[config.mk]
export PLATFORM = sky130hd
export DESIGN_NAME = packet_receiver
export DESIGN_NICKNAME = d
export VERILOG_FILES = /design/src/rtl/stream_pkg.sv /design/src/rtl/packet_receiver.sv
export VERILOG_INCLUDE_DIRS = /design/src /design/src/rtl
export SDC_FILE = /design/constraint.sdc
export NUM_CORES = 1
export LEC_CHECK = 0
export ABC_AREA = 1
export BUFFER_PORTS_ARGS = -buffer_cell sky130_fd_sc_hd__buf_2
export CAP_MARGIN = 20
export CORE_UTILIZATION = 33
export DETAILED_ROUTE_END_ITERATION = 8
export PLACE_DENSITY_LB_ADDON = 0.1
export SETUP_SLACK_MARGIN = 0.2
export SKIP_CTS_REPAIR_TIMING = 1
export SLEW_MARGIN = 40
export SYNTH_ARGS = -nofsm -noshare
export SYNTH_HDL_FRONTEND = slang
export SYNTH_SLANG_ARGS = --single-unit
[constraint.sdc]
create_clock -name GMII_GTX_CLK_int -period 4.1 [get_ports GMII_GTX_CLK_int]
set_clock_uncertainty 0.2 [all_clocks]
set_input_delay 0.41 -clock GMII_GTX_CLK_int [delete_from_list [all_inputs] [get_ports GMII_GTX_CLK_int]]
set_output_delay 0.41 -clock GMII_GTX_CLK_int [all_outputs]
set_load 0.02 [all_outputs]
[src/rtl/stream_settings.svh]
`ifndef STREAM_SETTINGS_SVH
`define STREAM_SETTINGS_SVH

////////////////////
// Stream word layout
////////////////////
`define STREAM_DATA_W 32
`define STREAM_FLAGS_W 4

////////////////////
// FIFO sizes
////////////////////
// Sample FIFO holds 512 words
`define ADC_FIFO_AW 9
// Configuration FIFO holds 64 words
`define CFG_FIFO_AW 6

////////////////////
// Packet framing
////////////////////
`define ADC_PACKET_WORDS 16
`define CFG_PACKET_WORDS 4
// Leading words of each received frame that carry no payload
`define RX_HEADER_WORDS 2

`endif

[src/rtl/stream_pkg.sv]
`include "stream_settings.svh"

package stream_pkg;

	// One sample or payload word
	typedef logic [`STREAM_DATA_W-1:0] sample_t;

	// Flag nibble in front of every stream word
	typedef struct packed
	{
		logic [`STREAM_FLAGS_W-3:0] rsvd;
		logic eof;
		logic sof;
	} stream_flags_t;

	// Flags sit above the data, as on the 36-bit MAC stream
	typedef struct packed
	{
		stream_flags_t flags;
		sample_t data;
	} stream_word_t;

	// Word counts and FIFO fill levels
	typedef logic [9:0] packet_len_t;

	// Packet sender states
	typedef enum logic [1:0]
	{
		SEND_IDLE,
		SEND_CFG,
		SEND_ADC
	} sender_state_e;

endpackage

[src/rtl/packet_receiver.sv]
`timescale 1ns/10ps
`include "stream_settings.svh"

module packet_receiver
(
	input logic GMII_GTX_CLK_int,
	input logic rst_i,

	// Receive stream from the MAC
	input stream_pkg::stream_word_t rx_i,
	input logic rx_src_rdy_i,
	output logic rx_dst_rdy_o,

	// Write side of the configuration FIFO
	input logic cfg_full_i,
	output logic cfg_wr_o,
	output stream_pkg::sample_t cfg_data_o
);

	import stream_pkg::*;

	packet_len_t hdr_cnt;
	packet_len_t hdr_eff;
	logic in_frame;
	logic accept;
	logic payload;

	// Stall the MAC while the FIFO is full
	assign rx_dst_rdy_o = ~cfg_full_i;
	assign accept = rx_src_rdy_i & rx_dst_rdy_o;

	// Header words still to drop, counting the current word
	assign hdr_eff = rx_i.flags.sof ? packet_len_t'(`RX_HEADER_WORDS) : hdr_cnt;

	// Payload runs from the end of the header up to and including eof
	assign payload = accept & (rx_i.flags.sof | in_frame) & (hdr_eff == '0);

	////////////////////
	// Frame tracking
	////////////////////
	always_ff @(posedge GMII_GTX_CLK_int)
	begin
		if (rst_i)
		begin
			hdr_cnt <= '0;
			in_frame <= 1'b0;
			cfg_wr_o <= 1'b0;
		end
		else
		begin
			cfg_wr_o <= payload;
			if (accept)
			begin
				if (hdr_eff != '0)
					hdr_cnt <= hdr_eff - 1'b1;
				else
					hdr_cnt <= '0;

				if (rx_i.flags.eof)
					in_frame <= 1'b0;
				else if (rx_i.flags.sof)
					in_frame <= 1'b1;
			end
		end
	end

	// Payload word goes out one cycle after it was accepted
	always_ff @(posedge GMII_GTX_CLK_int)
	begin
		if (payload)
			cfg_data_o <= rx_i.data;
	end

endmodule

; After elaboration in Yosys (flattened, before gate mapping)
; Cells that the tools add are included.
[classes]
n_addsub = 1
n_mux = 4
n_bitwise = 5
reduce_logical = 4
[ops]
columns = cell, n
row1 = two-way mux 10 bit, 2
row2 = zero test 10 bit, 1
row3 = nonzero test 10 bit, 1
row4 = "subtractor 10 x 1 -> 10 bit, second input constant", 1
row5 = AND 1 bit, 3
row6 = two-way mux 1 bit, 2
row7 = AND reduction 2 bit, 1
row8 = nonzero test 2 bit, 1
row9 = NOT 1 bit, 1
row10 = bitwise OR 1 bit, 1
[totals]
ff_bits = 44
input_bits = 40
output_inout_bits = 34
wordCells = 18

; Logic depth before layout (Yosys ltp)
[depth]
depth_word = 4
ltp_mapped = 10
depth_no_buf = 10

; Worst setup path before layout
; No wires, ideal clock.
[synth_timing]
path_kind = input to register
start = input port cfg_full_i
end = register cfg_data_o[0] (enable)
setup_ns = 0.461
arrival_ns = 3.287
required_time_ns = 3.439
slack_ns = 0.152
stages = 6
n_path_buf = 1
path_cell_list = inv_1 > nand2_1 > clkbuf_1 > o21bai_1 > inv_1 > nor3_1
[synth_between]
elab_chain_cells = 4
[synth_rtl]
columns = element, line_no
row1 = from (decl), packet_receiver.sv:15  ; input logic cfg_full_i,
row2 = NOT 1 bit, packet_receiver.sv:29  ; assign rx_dst_rdy_o = ~cfg_full_i;
row3 = AND 1 bit, packet_receiver.sv:30  ; assign accept = rx_src_rdy_i & rx_dst_rdy_o;
row4 = AND 1 bit (2 in a row), packet_receiver.sv:36  ; assign payload = accept & (rx_i.flags.sof | in_frame) & (hdr_eff == '0);
row5 = via payload, packet_receiver.sv:26  ; logic payload;
row6 = to (signal assigned), packet_receiver.sv:71  ; cfg_data_o <= rx_i.data;
row7 = to (decl), packet_receiver.sv:17  ; output stream_pkg::sample_t cfg_data_o
; The timed path passes the listed nets, and every way through them passes these cells.
; A chain may end at the register's enable or synchronous reset.

; Final worst setup path
[layout_timing]
start = register hdr_cnt[1]
end = register cfg_data_o[29] (enable)
[layout_between]
elab_chain_cells = 3
[layout_rtl]
columns = element, line_no
row1 = from (decl), packet_receiver.sv:22  ; packet_len_t hdr_cnt;
row2 = from (signal assigned), packet_receiver.sv:55  ; hdr_cnt <= hdr_eff - 1'b1;
row3 = two-way mux 10 bit, packet_receiver.sv:33  ; assign hdr_eff = rx_i.flags.sof ? packet_len_t'(`RX_HEADER_WORDS) : hdr_cnt;
row4 = zero test 10 bit, packet_receiver.sv:36
row5 = AND 1 bit, packet_receiver.sv:36
row6 = via payload, packet_receiver.sv:26
; The timed path passes the listed nets, and every way through them passes these cells.

==> metrics <==
status=completed; Net Sw Frac=0.219; Synth Net Count=186; syn_area_per_cell=12.0 sq um; startpoint types=register; synth cell count leaders=edfxtp_1, nand2_1, nor2_1; antenna violations before repair=0; period utilization=0.571; Slew HR=0.694; hold_ws=0.0871 ns; mux share of post-synthesis cell area=0; Clk Latency, worst-skew pair=0.29 ns; # fillers=485; Yosys Warn Count=0; final setup vio count=0; Post-DRT Antenna Nets=0; DRC viols=0; Final Cell Area=2310 sq um; Longest Clk Path Bufs=2; CP endpoint kind=register; CTS root buf=clkbuf_8; Routed WL=around 3.3 mm; nets=263; Top FF cell, synth=edfxtp_1; post-synthesis instance total=approximately 150; pwr dens=a little under 400 nW/um^2; Synth Register Bits=44; vias=between 1k and 1.5k; Routed WL per cell=between 10 and 15 um; main combinational cell family by area after synthesis=simple AND/OR/NAND/NOR gates; CTS tree=done; largest net degree at the start of global routing=24; Lkg Pwr=a little over 1 nW; clock power share=0.355; CP max FO=23; share of layout cells above drive strength 1=0.466; internal power=0.702 mW; CTS Sinks=44; fin crit period=about 2.3 ns; top cells by area, synth=edfxtp_1, dfxtp_1, nand2_1; Synth area leader=edfxtp_1; placed cell area=2200 sq um; Seq pwr share=0.545; FMAX=427 MHz; H-tree levels=2; maximum vdd ir drop=between 0.1 and 0.15 mV; via/cell ratio=around 4.2; post-synthesis async set-or-reset flop share=0; io pins=74; gp weighted congestion=0.723; synthesized-area fraction occupied by adder cells=0.00716; Synth cell types=24; GRT Overall Usage=0.124; Comb power frac=0.100; Min-Delay Path Class=in2reg; Initial Util=0.342; clock slew seen by the registers of the worst setup and hold paths=0.08 ns; Mapped Area=between 1500 and 2000 sq um; Synth Area in XOR/XNOR=0.0201; CTS Buf Count=5; Setup CP Type=reg2reg; Synth Area in Simple Gates=0.208; Core Rows=26; most common cell in the netlist=edfxtp_1; Worst-Margin Slew=0.458 ns; Sum Neg Setup Slack=0 ns; arrival time at the worst endpoint=2.11 ns; total power=0.899 mW; unrepaired setup endpoints after global routing=no; IO buf count=71; EDFF count, synth=32; Synth Area in Compound Gates=0.0401; chip height=74.8 um; sequential cell area=1200 sq um; total core area=5110 sq um; Final Util=0.453; total congestion overflow=0; Die X=74.8 um; first-pass GRT wire length=5.00 mm; synth-to-layout area growth=32.4%; dpl hpwl=2.52 mm; antenna diode count=0; Max-Cap Viols=0; CP required=about 3.9 ns; register area share after synthesis=0.688; full die area=5590 sq um; Multi-input gate area=492 sq um; hold violation count in the final report=0; DR pass1 iterations=4; vias in the first global route=1114; Max Slew Vio Count=0; Switching Power=0.197 mW; 1st-iter DRT viols=40; share of the synthesized area in the top cell type=0.550
layout by cell type, fill, tap and decap left out, drive strengths merged:
cell type / netlist / layout
clkinv: 0 / 2
edfxtp: 32 / 32
a211oi: 1 / 1
xnor2: 1 / 1
nor3: 1 / 1
ha: 1 / 1
inv: 14 / 14
nor2: 21 / 21
bufinv: 0 / 1
nor4: 1 / 1
buf: 0 / 72
clkbuf: 2 / 5
nand3b: 1 / 1
nand2: 42 / 42
dfxtp: 12 / 12
nand3: 4 / 4
xor2: 3 / 3
o21bai: 1 / 1
o21ai: 1 / 1
a21oi: 7 / 7
worst paths after layout:
| kind | from | to | slack [ns] | depth (start not counted) |
|---|---|---|---|---|
| max | hdr_cnt[1]$_SDFFE_PP0P_ | cfg_data_o[29]$_DFFE_PP_ | 1.76 | 7 |
| min | rx_i[17] | cfg_data_o[17]$_DFFE_PP_ | 0.09 | 1 |
| min reg2reg | hdr_cnt[1]$_SDFFE_PP0P_ | hdr_cnt[1]$_SDFFE_PP0P_ | 0.27 | 2 |
| max reg2reg | hdr_cnt[1]$_SDFFE_PP0P_ | cfg_data_o[29]$_DFFE_PP_ | 1.76 | 7 |
per-layer routing:
layer	part of all wire	global-route usage	vias to the layer above	wire length (um)
met5	0	0	-	0
met4	0.015	0.0503	0	48
met3	0.072	0.0428	5	233
met2	0.51	0.218	50	1680
met1	0.40	0.136	558	1300
li1	-	-	630	-
power by group through the flow:
stage / registers [mW] / logic (mW) / clock network (mW)
2_1_floorplan: 0.505 / 0.0544 / 0
6_report: 0.490 / 0.0896 / 0.319
3_5_place_dp: 0.501 / 0.0903 / 0
3_3_place_gp: 0.500 / 0.0886 / 0
5_1_grt: 0.491 / 0.100 / 0.349
4_1_cts: 0.491 / 0.0907 / 0.336
area by class of cell:
class,count,share of cell area
repair buffers,72,0.157
flip-flops and latches,44,0.519
clock inverters,3,0.0184
well taps,70,0.0379
inverters,14,0.0249
multi-input cells,85,0.213
clock buffers,5,0.0298
per-stage QoR:
stage,std cells,setup WS (ns)
after floorplan,145,1.12
after global placement,285,1.51
after detailed placement,285,1.45
after CTS,293,1.71
after global routing,293,1.56
final,293,1.76
state kept, by name, summed over array words and instances, names as in the netlist:
name,flops
cfg_data_o,32
in_frame,1
cfg_wr_o,1
hdr_cnt,10
kinds of logic (layout without fill, tap and decap cells):
logic type | count (synthesis) | in the layout
flops | 44 | 44
simple gates | 70 | 70
buf+inv | 16 | 94
xor+xnor | 4 | 4
compound gates | 10 | 10
fa+ha+maj | 1 | 1
worst max-delay path, stage by stage (launching register included):
cell and delay [ns]:
dfxtp_1 0.32, nor2_1 0.17, ha_1 0.20, inv_1 0.09, nor2_4 0.14, nand3_2 0.15
nor3_4 0.38, buf_4 0.38
(Power assumes the default switching activity.)
