$ cat src/rtl/stream_settings.svh
`ifndef STREAM_SETTINGS_SVH
`define STREAM_SETTINGS_SVH

////////////////////
// Stream word layout
////////////////////
`define STREAM_DATA_W 32
`define STREAM_FLAGS_W 4

////////////////////
// FIFO sizes
////////////////////
// Sample FIFO holds 512 words
`define ADC_FIFO_AW 9
// Configuration FIFO holds 64 words
`define CFG_FIFO_AW 6

////////////////////
// Packet framing
////////////////////
`define ADC_PACKET_WORDS 16
`define CFG_PACKET_WORDS 4
// Leading words of each received frame that carry no payload
`define RX_HEADER_WORDS 2

`endif

$ cat src/rtl/stream_pkg.sv
`include "stream_settings.svh"

package stream_pkg;

	// One sample or payload word
	typedef logic [`STREAM_DATA_W-1:0] sample_t;

	// Flag nibble in front of every stream word
	typedef struct packed
	{
		logic [`STREAM_FLAGS_W-3:0] rsvd;
		logic eof;
		logic sof;
	} stream_flags_t;

	// Flags sit above the data, as on the 36-bit MAC stream
	typedef struct packed
	{
		stream_flags_t flags;
		sample_t data;
	} stream_word_t;

	// Word counts and FIFO fill levels
	typedef logic [9:0] packet_len_t;

	// Packet sender states
	typedef enum logic [1:0]
	{
		SEND_IDLE,
		SEND_CFG,
		SEND_ADC
	} sender_state_e;

endpackage

$ cat src/rtl/packet_sender.sv
`timescale 1ns/10ps
`include "stream_settings.svh"

module packet_sender
(
	input logic GMII_GTX_CLK_int,
	input logic rst_i,

	// Primary source, configuration data
	input stream_pkg::sample_t cfg_head_i,
	input logic cfg_avail_i,
	output logic cfg_rd_o,

	// Secondary source, ADC samples
	input stream_pkg::sample_t adc_head_i,
	input logic adc_avail_i,
	output logic adc_rd_o,

	// Transmit stream to the MAC
	output stream_pkg::stream_word_t tx_o,
	output logic tx_src_rdy_o,
	input logic tx_dst_rdy_i
);

	import stream_pkg::*;

	localparam packet_len_t CFG_LEN = packet_len_t'(`CFG_PACKET_WORDS);
	localparam packet_len_t ADC_LEN = packet_len_t'(`ADC_PACKET_WORDS);

	sender_state_e state;
	packet_len_t word_cnt;
	packet_len_t pkt_len;
	sample_t head;
	logic xfer;
	logic last;

	assign tx_src_rdy_o = (state != SEND_IDLE);
	assign xfer = tx_src_rdy_o & tx_dst_rdy_i;
	assign last = (word_cnt == packet_len_t'(1));

	////////////////////
	// Source select
	////////////////////
	always_comb
	begin
		case (state)
			SEND_CFG:
			begin
				head = cfg_head_i;
				pkt_len = CFG_LEN;
			end
			SEND_ADC:
			begin
				head = adc_head_i;
				pkt_len = ADC_LEN;
			end
			default:
			begin
				head = '0;
				pkt_len = '0;
			end
		endcase
	end

	// Counter starts full, so sof marks the first word
	always_comb
	begin
		tx_o = '0;
		if (tx_src_rdy_o)
		begin
			tx_o.data = head;
			tx_o.flags.sof = (word_cnt == pkt_len);
			tx_o.flags.eof = last;
		end
	end

	// Pop only on an accepted word
	assign cfg_rd_o = xfer & (state == SEND_CFG);
	assign adc_rd_o = xfer & (state == SEND_ADC);

	////////////////////
	// Packet FSM
	////////////////////
	always_ff @(posedge GMII_GTX_CLK_int)
	begin
		if (rst_i)
		begin
			state <= SEND_IDLE;
			word_cnt <= '0;
		end
		else
		begin
			case (state)
				SEND_IDLE:
				begin
					// Configuration first
					if (cfg_avail_i)
					begin
						state <= SEND_CFG;
						word_cnt <= CFG_LEN;
					end
					else if (adc_avail_i)
					begin
						state <= SEND_ADC;
						word_cnt <= ADC_LEN;
					end
				end
				SEND_CFG, SEND_ADC:
				begin
					if (xfer)
					begin
						word_cnt <= word_cnt - 1'b1;
						// One idle cycle between packets
						if (last)
							state <= SEND_IDLE;
					end
				end
				default:
				begin
					state <= SEND_IDLE;
				end
			endcase
		end
	end

endmodule

$ cat config.mk
export PLATFORM = sky130hd
export DESIGN_NAME = packet_sender
export DESIGN_NICKNAME = d
export VERILOG_FILES = /design/src/rtl/stream_pkg.sv /design/src/rtl/packet_sender.sv
export VERILOG_INCLUDE_DIRS = /design/src /design/src/rtl
export SDC_FILE = /design/constraint.sdc
export NUM_CORES = 1
export LEC_CHECK = 0
export BUFFER_PORTS_ARGS = -buffer_cell sky130_fd_sc_hd__buf_4
export CAP_MARGIN = 20
export CELL_PAD_IN_SITES_DETAIL_PLACEMENT = 2
export CELL_PAD_IN_SITES_GLOBAL_PLACEMENT = 2
export CORE_MARGIN = 2
export CORE_UTILIZATION = 18
export CTS_BUF_LIST = sky130_fd_sc_hd__clkbuf_4
export DETAILED_ROUTE_END_ITERATION = 8
export GPL_ROUTABILITY_DRIVEN = 0
export HOLD_SLACK_MARGIN = 0.03
export PLACE_DENSITY_LB_ADDON = 0.1
export SYNTH_ARGS = -nofsm -noshare
export SYNTH_HDL_FRONTEND = slang
export SYNTH_SLANG_ARGS = --single-unit
export TNS_END_PERCENT = 100
$ cat constraint.sdc
create_clock -name GMII_GTX_CLK_int -period 2.6 [get_ports GMII_GTX_CLK_int]
set_input_delay 0.13 -clock GMII_GTX_CLK_int [delete_from_list [all_inputs] [get_ports GMII_GTX_CLK_int]]
set_output_delay 0.13 -clock GMII_GTX_CLK_int [all_outputs]
set_load 0.01 [all_outputs]
# Yosys cells after proc, flatten, opt, wreduce, memory -nomap -nowiden
# Cells that the tools add are included.
[classes] add_sub_neg=1 eq_ne=7 n_mux=12 n_bitwise=3 reduce_logical=6
[ops] op="case mux 32 bit (2 select lines)" n=1
[ops] op="two-way mux 34 bit" n=1
[ops] op="two-way mux 10 bit" n=3
[ops] op="case mux 10 bit (2 select lines)" n=1
[ops] op="equality test 10 x 1 -> 1 bit, second input constant" n=1
[ops] op="equality test 10 bit" n=1
[ops] op="case mux 5 bit (2 select lines)" n=1
[ops] op="subtractor 10 x 1 -> 10 bit, second input constant" n=1
[ops] op="two-way mux 2 bit" n=4
[ops] op="AND reduction 3 bit" n=2
[ops] op="inequality test 2 bit, second input constant" n=2
[ops] op="case mux 2 bit (2 select lines)" n=1
[ops] op="nonzero test 2 bit" n=2
[ops] op="bitwise AND 1 bit" n=3
[ops] op="inequality test 3 bit, second input constant" n=1
[ops] op="equality test 2 x 1 -> 1 bit, second input constant" n=1
[ops] op="equality test 2 bit, second input constant" n=1
[ops] op="zero test 2 bit" n=1
[ops] op="OR reduction 2 bit" n=1
[totals] register_bits=12 inputBits=69 out_inout_bits=39 word_cells=31

# Logic depth before layout (Yosys ltp)
[logic_depth] depth_word=4 mapped_depth=8 depth_no_buf=6

# Worst setup path before layout
# Ideal clock, no wire load.
[synth_timing] path_kind="register to register" start="register state[0]" end="register word_cnt[5]" setup_ns=0.070 arrival_time_ns=1.819 t_required_ns=2.530 path_slack_ns=0.711 stages_incl_launch_ff=9 n_path_buf=2 period_less_slack_ns=1.889 path_cell_list="dfxtp_1 > inv_1 > ha_1 > buf_2 > nor2b_2 > a22oi_2 > buf_2 > or3_2 > a21oi_1"
[synth_via] elab_chain_cells=4 word_cells_on_any_way=11 classes_between="eq/ne (4); mux (1); bitwise (1); reduce/logical (5)"
[synth_rtl] item="start, declared" line="packet_sender.sv:30" source="sender_state_e state;"
[synth_rtl] item="start signal, assigned" line="packet_sender.sv:88" source="state <= SEND_IDLE;"
[synth_rtl] item="start signal, assigned" line="packet_sender.sv:99" source="state <= SEND_CFG;"
[synth_rtl] item="start signal, assigned" line="packet_sender.sv:104" source="state <= SEND_ADC;"
[synth_rtl] item="equality test 2 x 1 -> 1 bit (tied with other cells)" line="packet_sender.sv:93" source="case (state)"
[synth_rtl] item="OR reduction 2 bit / bitwise AND 1 bit (equally long branches)" line="packet_sender.sv:93, packet_sender.sv:38"
[synth_rtl] item="inequality test 2 bit (no line) / nonzero test 2 bit (equally long branches)"
[synth_rtl] item="AND reduction 3 bit (no line)"
[synth_rtl] item="end signal, assigned" line="packet_sender.sv:112" source="word_cnt <= word_cnt - 1'b1;"
[synth_rtl] item="end, declared" line="packet_sender.sv:31" source="packet_len_t word_cnt;"
# Several ways; a longest one is shown, not always the timed one.
# A chain may end at the register's enable or synchronous reset.

# Final worst setup path
[layout_timing] start="register state[1]" end="register word_cnt[7]"
# The elaborated chain is that of the path after synthesis.

==> results.yml <==
timing:
  tightest_slew_ps: 529
  fin_crit_sh_pct: 80.3
  max_freq_mhz: 479
  timing.final.ws_setup_ps: 511
  rsz0062_at_grt: "no"
  finalClockSkew_ps: 0.865
  slew_headroom_pct: 64.8
  hold_ws_ps: 108
  min_period_ps: 2090
  maxSlewViolCount: 0
  setup_viol: 0
  tns_ps: 0
  hold_viol: 0
routing:
  drt_wl_total_um: 5860
  drc_errors: 0
  vias: 1706
  routedWlPerCell_um: 16.6
  detail-route-antenna-nets: 0
  viasPerCell: 4.83
  first_pass_iters: 4
  drt_iter0_markers: 33
clock_network:
  clockBufferDepth: 2
  htreeDepth: 1
  cts_sinks: 12
  ctsResizeCount: 0
  cts_buffers: 3
  worstSkewPairLatency_ps: 270
  cts_tree: "built"
  ctsHoldBuffers: 0
  post_cts_buffers: 0
  path_clk_slew_ps: 80
  cts_root_buf: "clkbuf_4"
worst_setup_path:
  start_kind: "flop"
  slowest_stage: "or4_1"
  critical_path.max_stage_delay_ps: 540
  crit_arrival_ps: 2300
  cp_cell_sequence: "inv_1 > ha_1 > nor2b_2 > a22oi_2 > or4_1 > a21oi_1"
  critPathKind: "flop to flop"
  endpoint_kind: "flop"
  cp_max_fo: 13
  worstPathRequired_ps: 2810
synth:
  syn_inst: 177
  syn_area_per_cell_sq_um: 6.97
  synth-seq-cells: 12
  syn-cell-area_sq_um: 1230
  synth.distinct_cells: 41
  yosys_warnings: 0
  yosysSeqAreaShare_pct: 19.5
power:
  pwr_density_cell_nw_per_um2: 788
  vdd_ir_drop_max_mv: 0.215
  power_mw: 1.66
  p_leak_nw: 0.969
floorplanning:
  coreArea_sq_um: 6720
  die_h_um: 86.8
  die_w_um: 86.8
  rows: 30
  initial_core_util_pct: 18.4
  io-pin-count: 108
  dieArea_sq_um: 7530
global_routing:
  grt-ovfl-total: 0
  grt_util_all_layers_pct: 15.1
  antenna_found_initial: 0
  grt_max_degree: 34
  grt_pass1_wl_um: 8850
  first_global_vias: 1747
placed_design:
  hpwl_um: 4610
  placed_cells: 350
  place_ws_ps: 497
  dpl_cell_area_sq_um: 2080
  portBuffers: 105
run_status:
  outcome: "completed"
job:
  cap_violations: 0
worst_hold_path:
  hold_class: "primary input to flop"
final_layout:
  area_growth_pct: 70.8
  layout-drive-gt1-share_pct: 43.6
  final_nets: 350
  multi_input_area_sq_um: 885
  final_core_util_pct: 31.4
  regArea_sq_um: 240
  diodes: 0
  fill_cells: 822
  instances_no_fill: 353
  fin_area_sq_um: 2110
## sequential cells by signal, indices dropped and copies added, names as in the netlist
name and count:
state 2, word_cnt 10
## cell families (layout without fill, tap and decap cells)
group                      count (synthesis)  in the layout  synth area share (%)
AOI/OAI and AO/OA                         57             57                  32.9
xor gates and xnor gates                   2              2                  1.42
buffers and inverters                     27            122                  9.13
and+or+nand+nor                           69             69                  28.3
other                                      1              2                 0.304
muxes                                      3              3                  2.43
adders and majority gates                  6              6                  6.09
DFF                                       12             12                  19.5
## per-layer routing
layer  vias up  routed length [um]  track usage, %
met1       816                2180            16.3
li1        830                   -               -
met4         0                  91            3.27
met3         6                 333            4.19
met2        54                3250            28.8
met5         -                   0               0
## cell type report
type / count / share of cell area (%)
clock buffers: 3 / 1.07
inverters: 9 / 1.60
multi-input cells: 139 / 42.0
flip-flops and latches: 12 / 11.4
well taps: 80 / 4.75
repair buffers: 110 / 39.2
## synth_stat cells
library cell / n / area [sq um]
a211oi_1: 1 / 7.51
a21o_1: 1 / 7.51
a21oi_1: 10 / 50.1
a22o_1: 1 / 8.76
a22oi_1: 32 / 240
a22oi_2: 1 / 12.5
a311o_1: 1 / 10.0
a32oi_1: 1 / 8.76
a41oi_1: 1 / 8.76
and2_1: 2 / 12.5
and3_1: 1 / 6.26
and4_1: 1 / 8.76
buf_1: 1 / 3.75
buf_2: 3 / 15.0
buf_4: 2 / 15.0
clkbuf_1: 12 / 45.0
conb_1: 1 / 3.75
dfxtp_1: 12 / 240
ha_1: 6 / 75.1
inv_1: 9 / 33.8
mux2i_1: 3 / 30.0
nand2_1: 6 / 22.5
nand2b_1: 3 / 18.8
nand3b_1: 2 / 15.0
nand4b_1: 2 / 17.5
nor2_1: 37 / 139
nor2b_1: 1 / 6.26
nor2b_2: 1 / 8.76
nor3_1: 1 / 5.00
nor3_2: 1 / 10.0
nor3b_1: 1 / 7.51
nor4_1: 1 / 6.26
o21ai_0: 4 / 20.0
o31ai_1: 3 / 22.5
o41ai_1: 1 / 8.76
or2_2: 1 / 6.26
or3_1: 4 / 25.0
or3_2: 1 / 7.51
or4_1: 2 / 15.0
or4_4: 1 / 11.3
xor2_1: 2 / 17.5
## critical path, delay by kind of cell (launching register included)
family,cells,cell delay [ps]
buf+inv,1,90
fa+ha+maj,1,420
compound gates,2,330
flops,1,390
simple gates,2,790
## placed cells by master, fill, tap and decap left out, types with 4 or more instances in the layout
cell type / n
a21oi_1: 10
dfxtp_1: 12
o21ai_0: 4
a22oi_1: 32
ha_1: 6
nand2_1: 6
nor2_1: 37
or3_1: 4
inv_1: 9
buf_4: 110
## final timing paths
check,from,to,slack [ps],depth (start not counted)
setup / recovery,state[1],word_cnt[7],510,6
hold / removal,rst_i,word_cnt[1],110,2
setup reg to reg,state[1],word_cnt[7],510,6
hold reg to reg,word_cnt[8],word_cnt[8],500,2
## power breakdown
group | internal [mW] | switching (mW) | leakage, nW
Combinational | 0.517 | 0.686 | 0.857
Sequential | 0.257 | 0.0807 | 0.0981
Clock | 0.0535 | 0.0657 | 0.0138
Power figures use the tool's default switching activity.
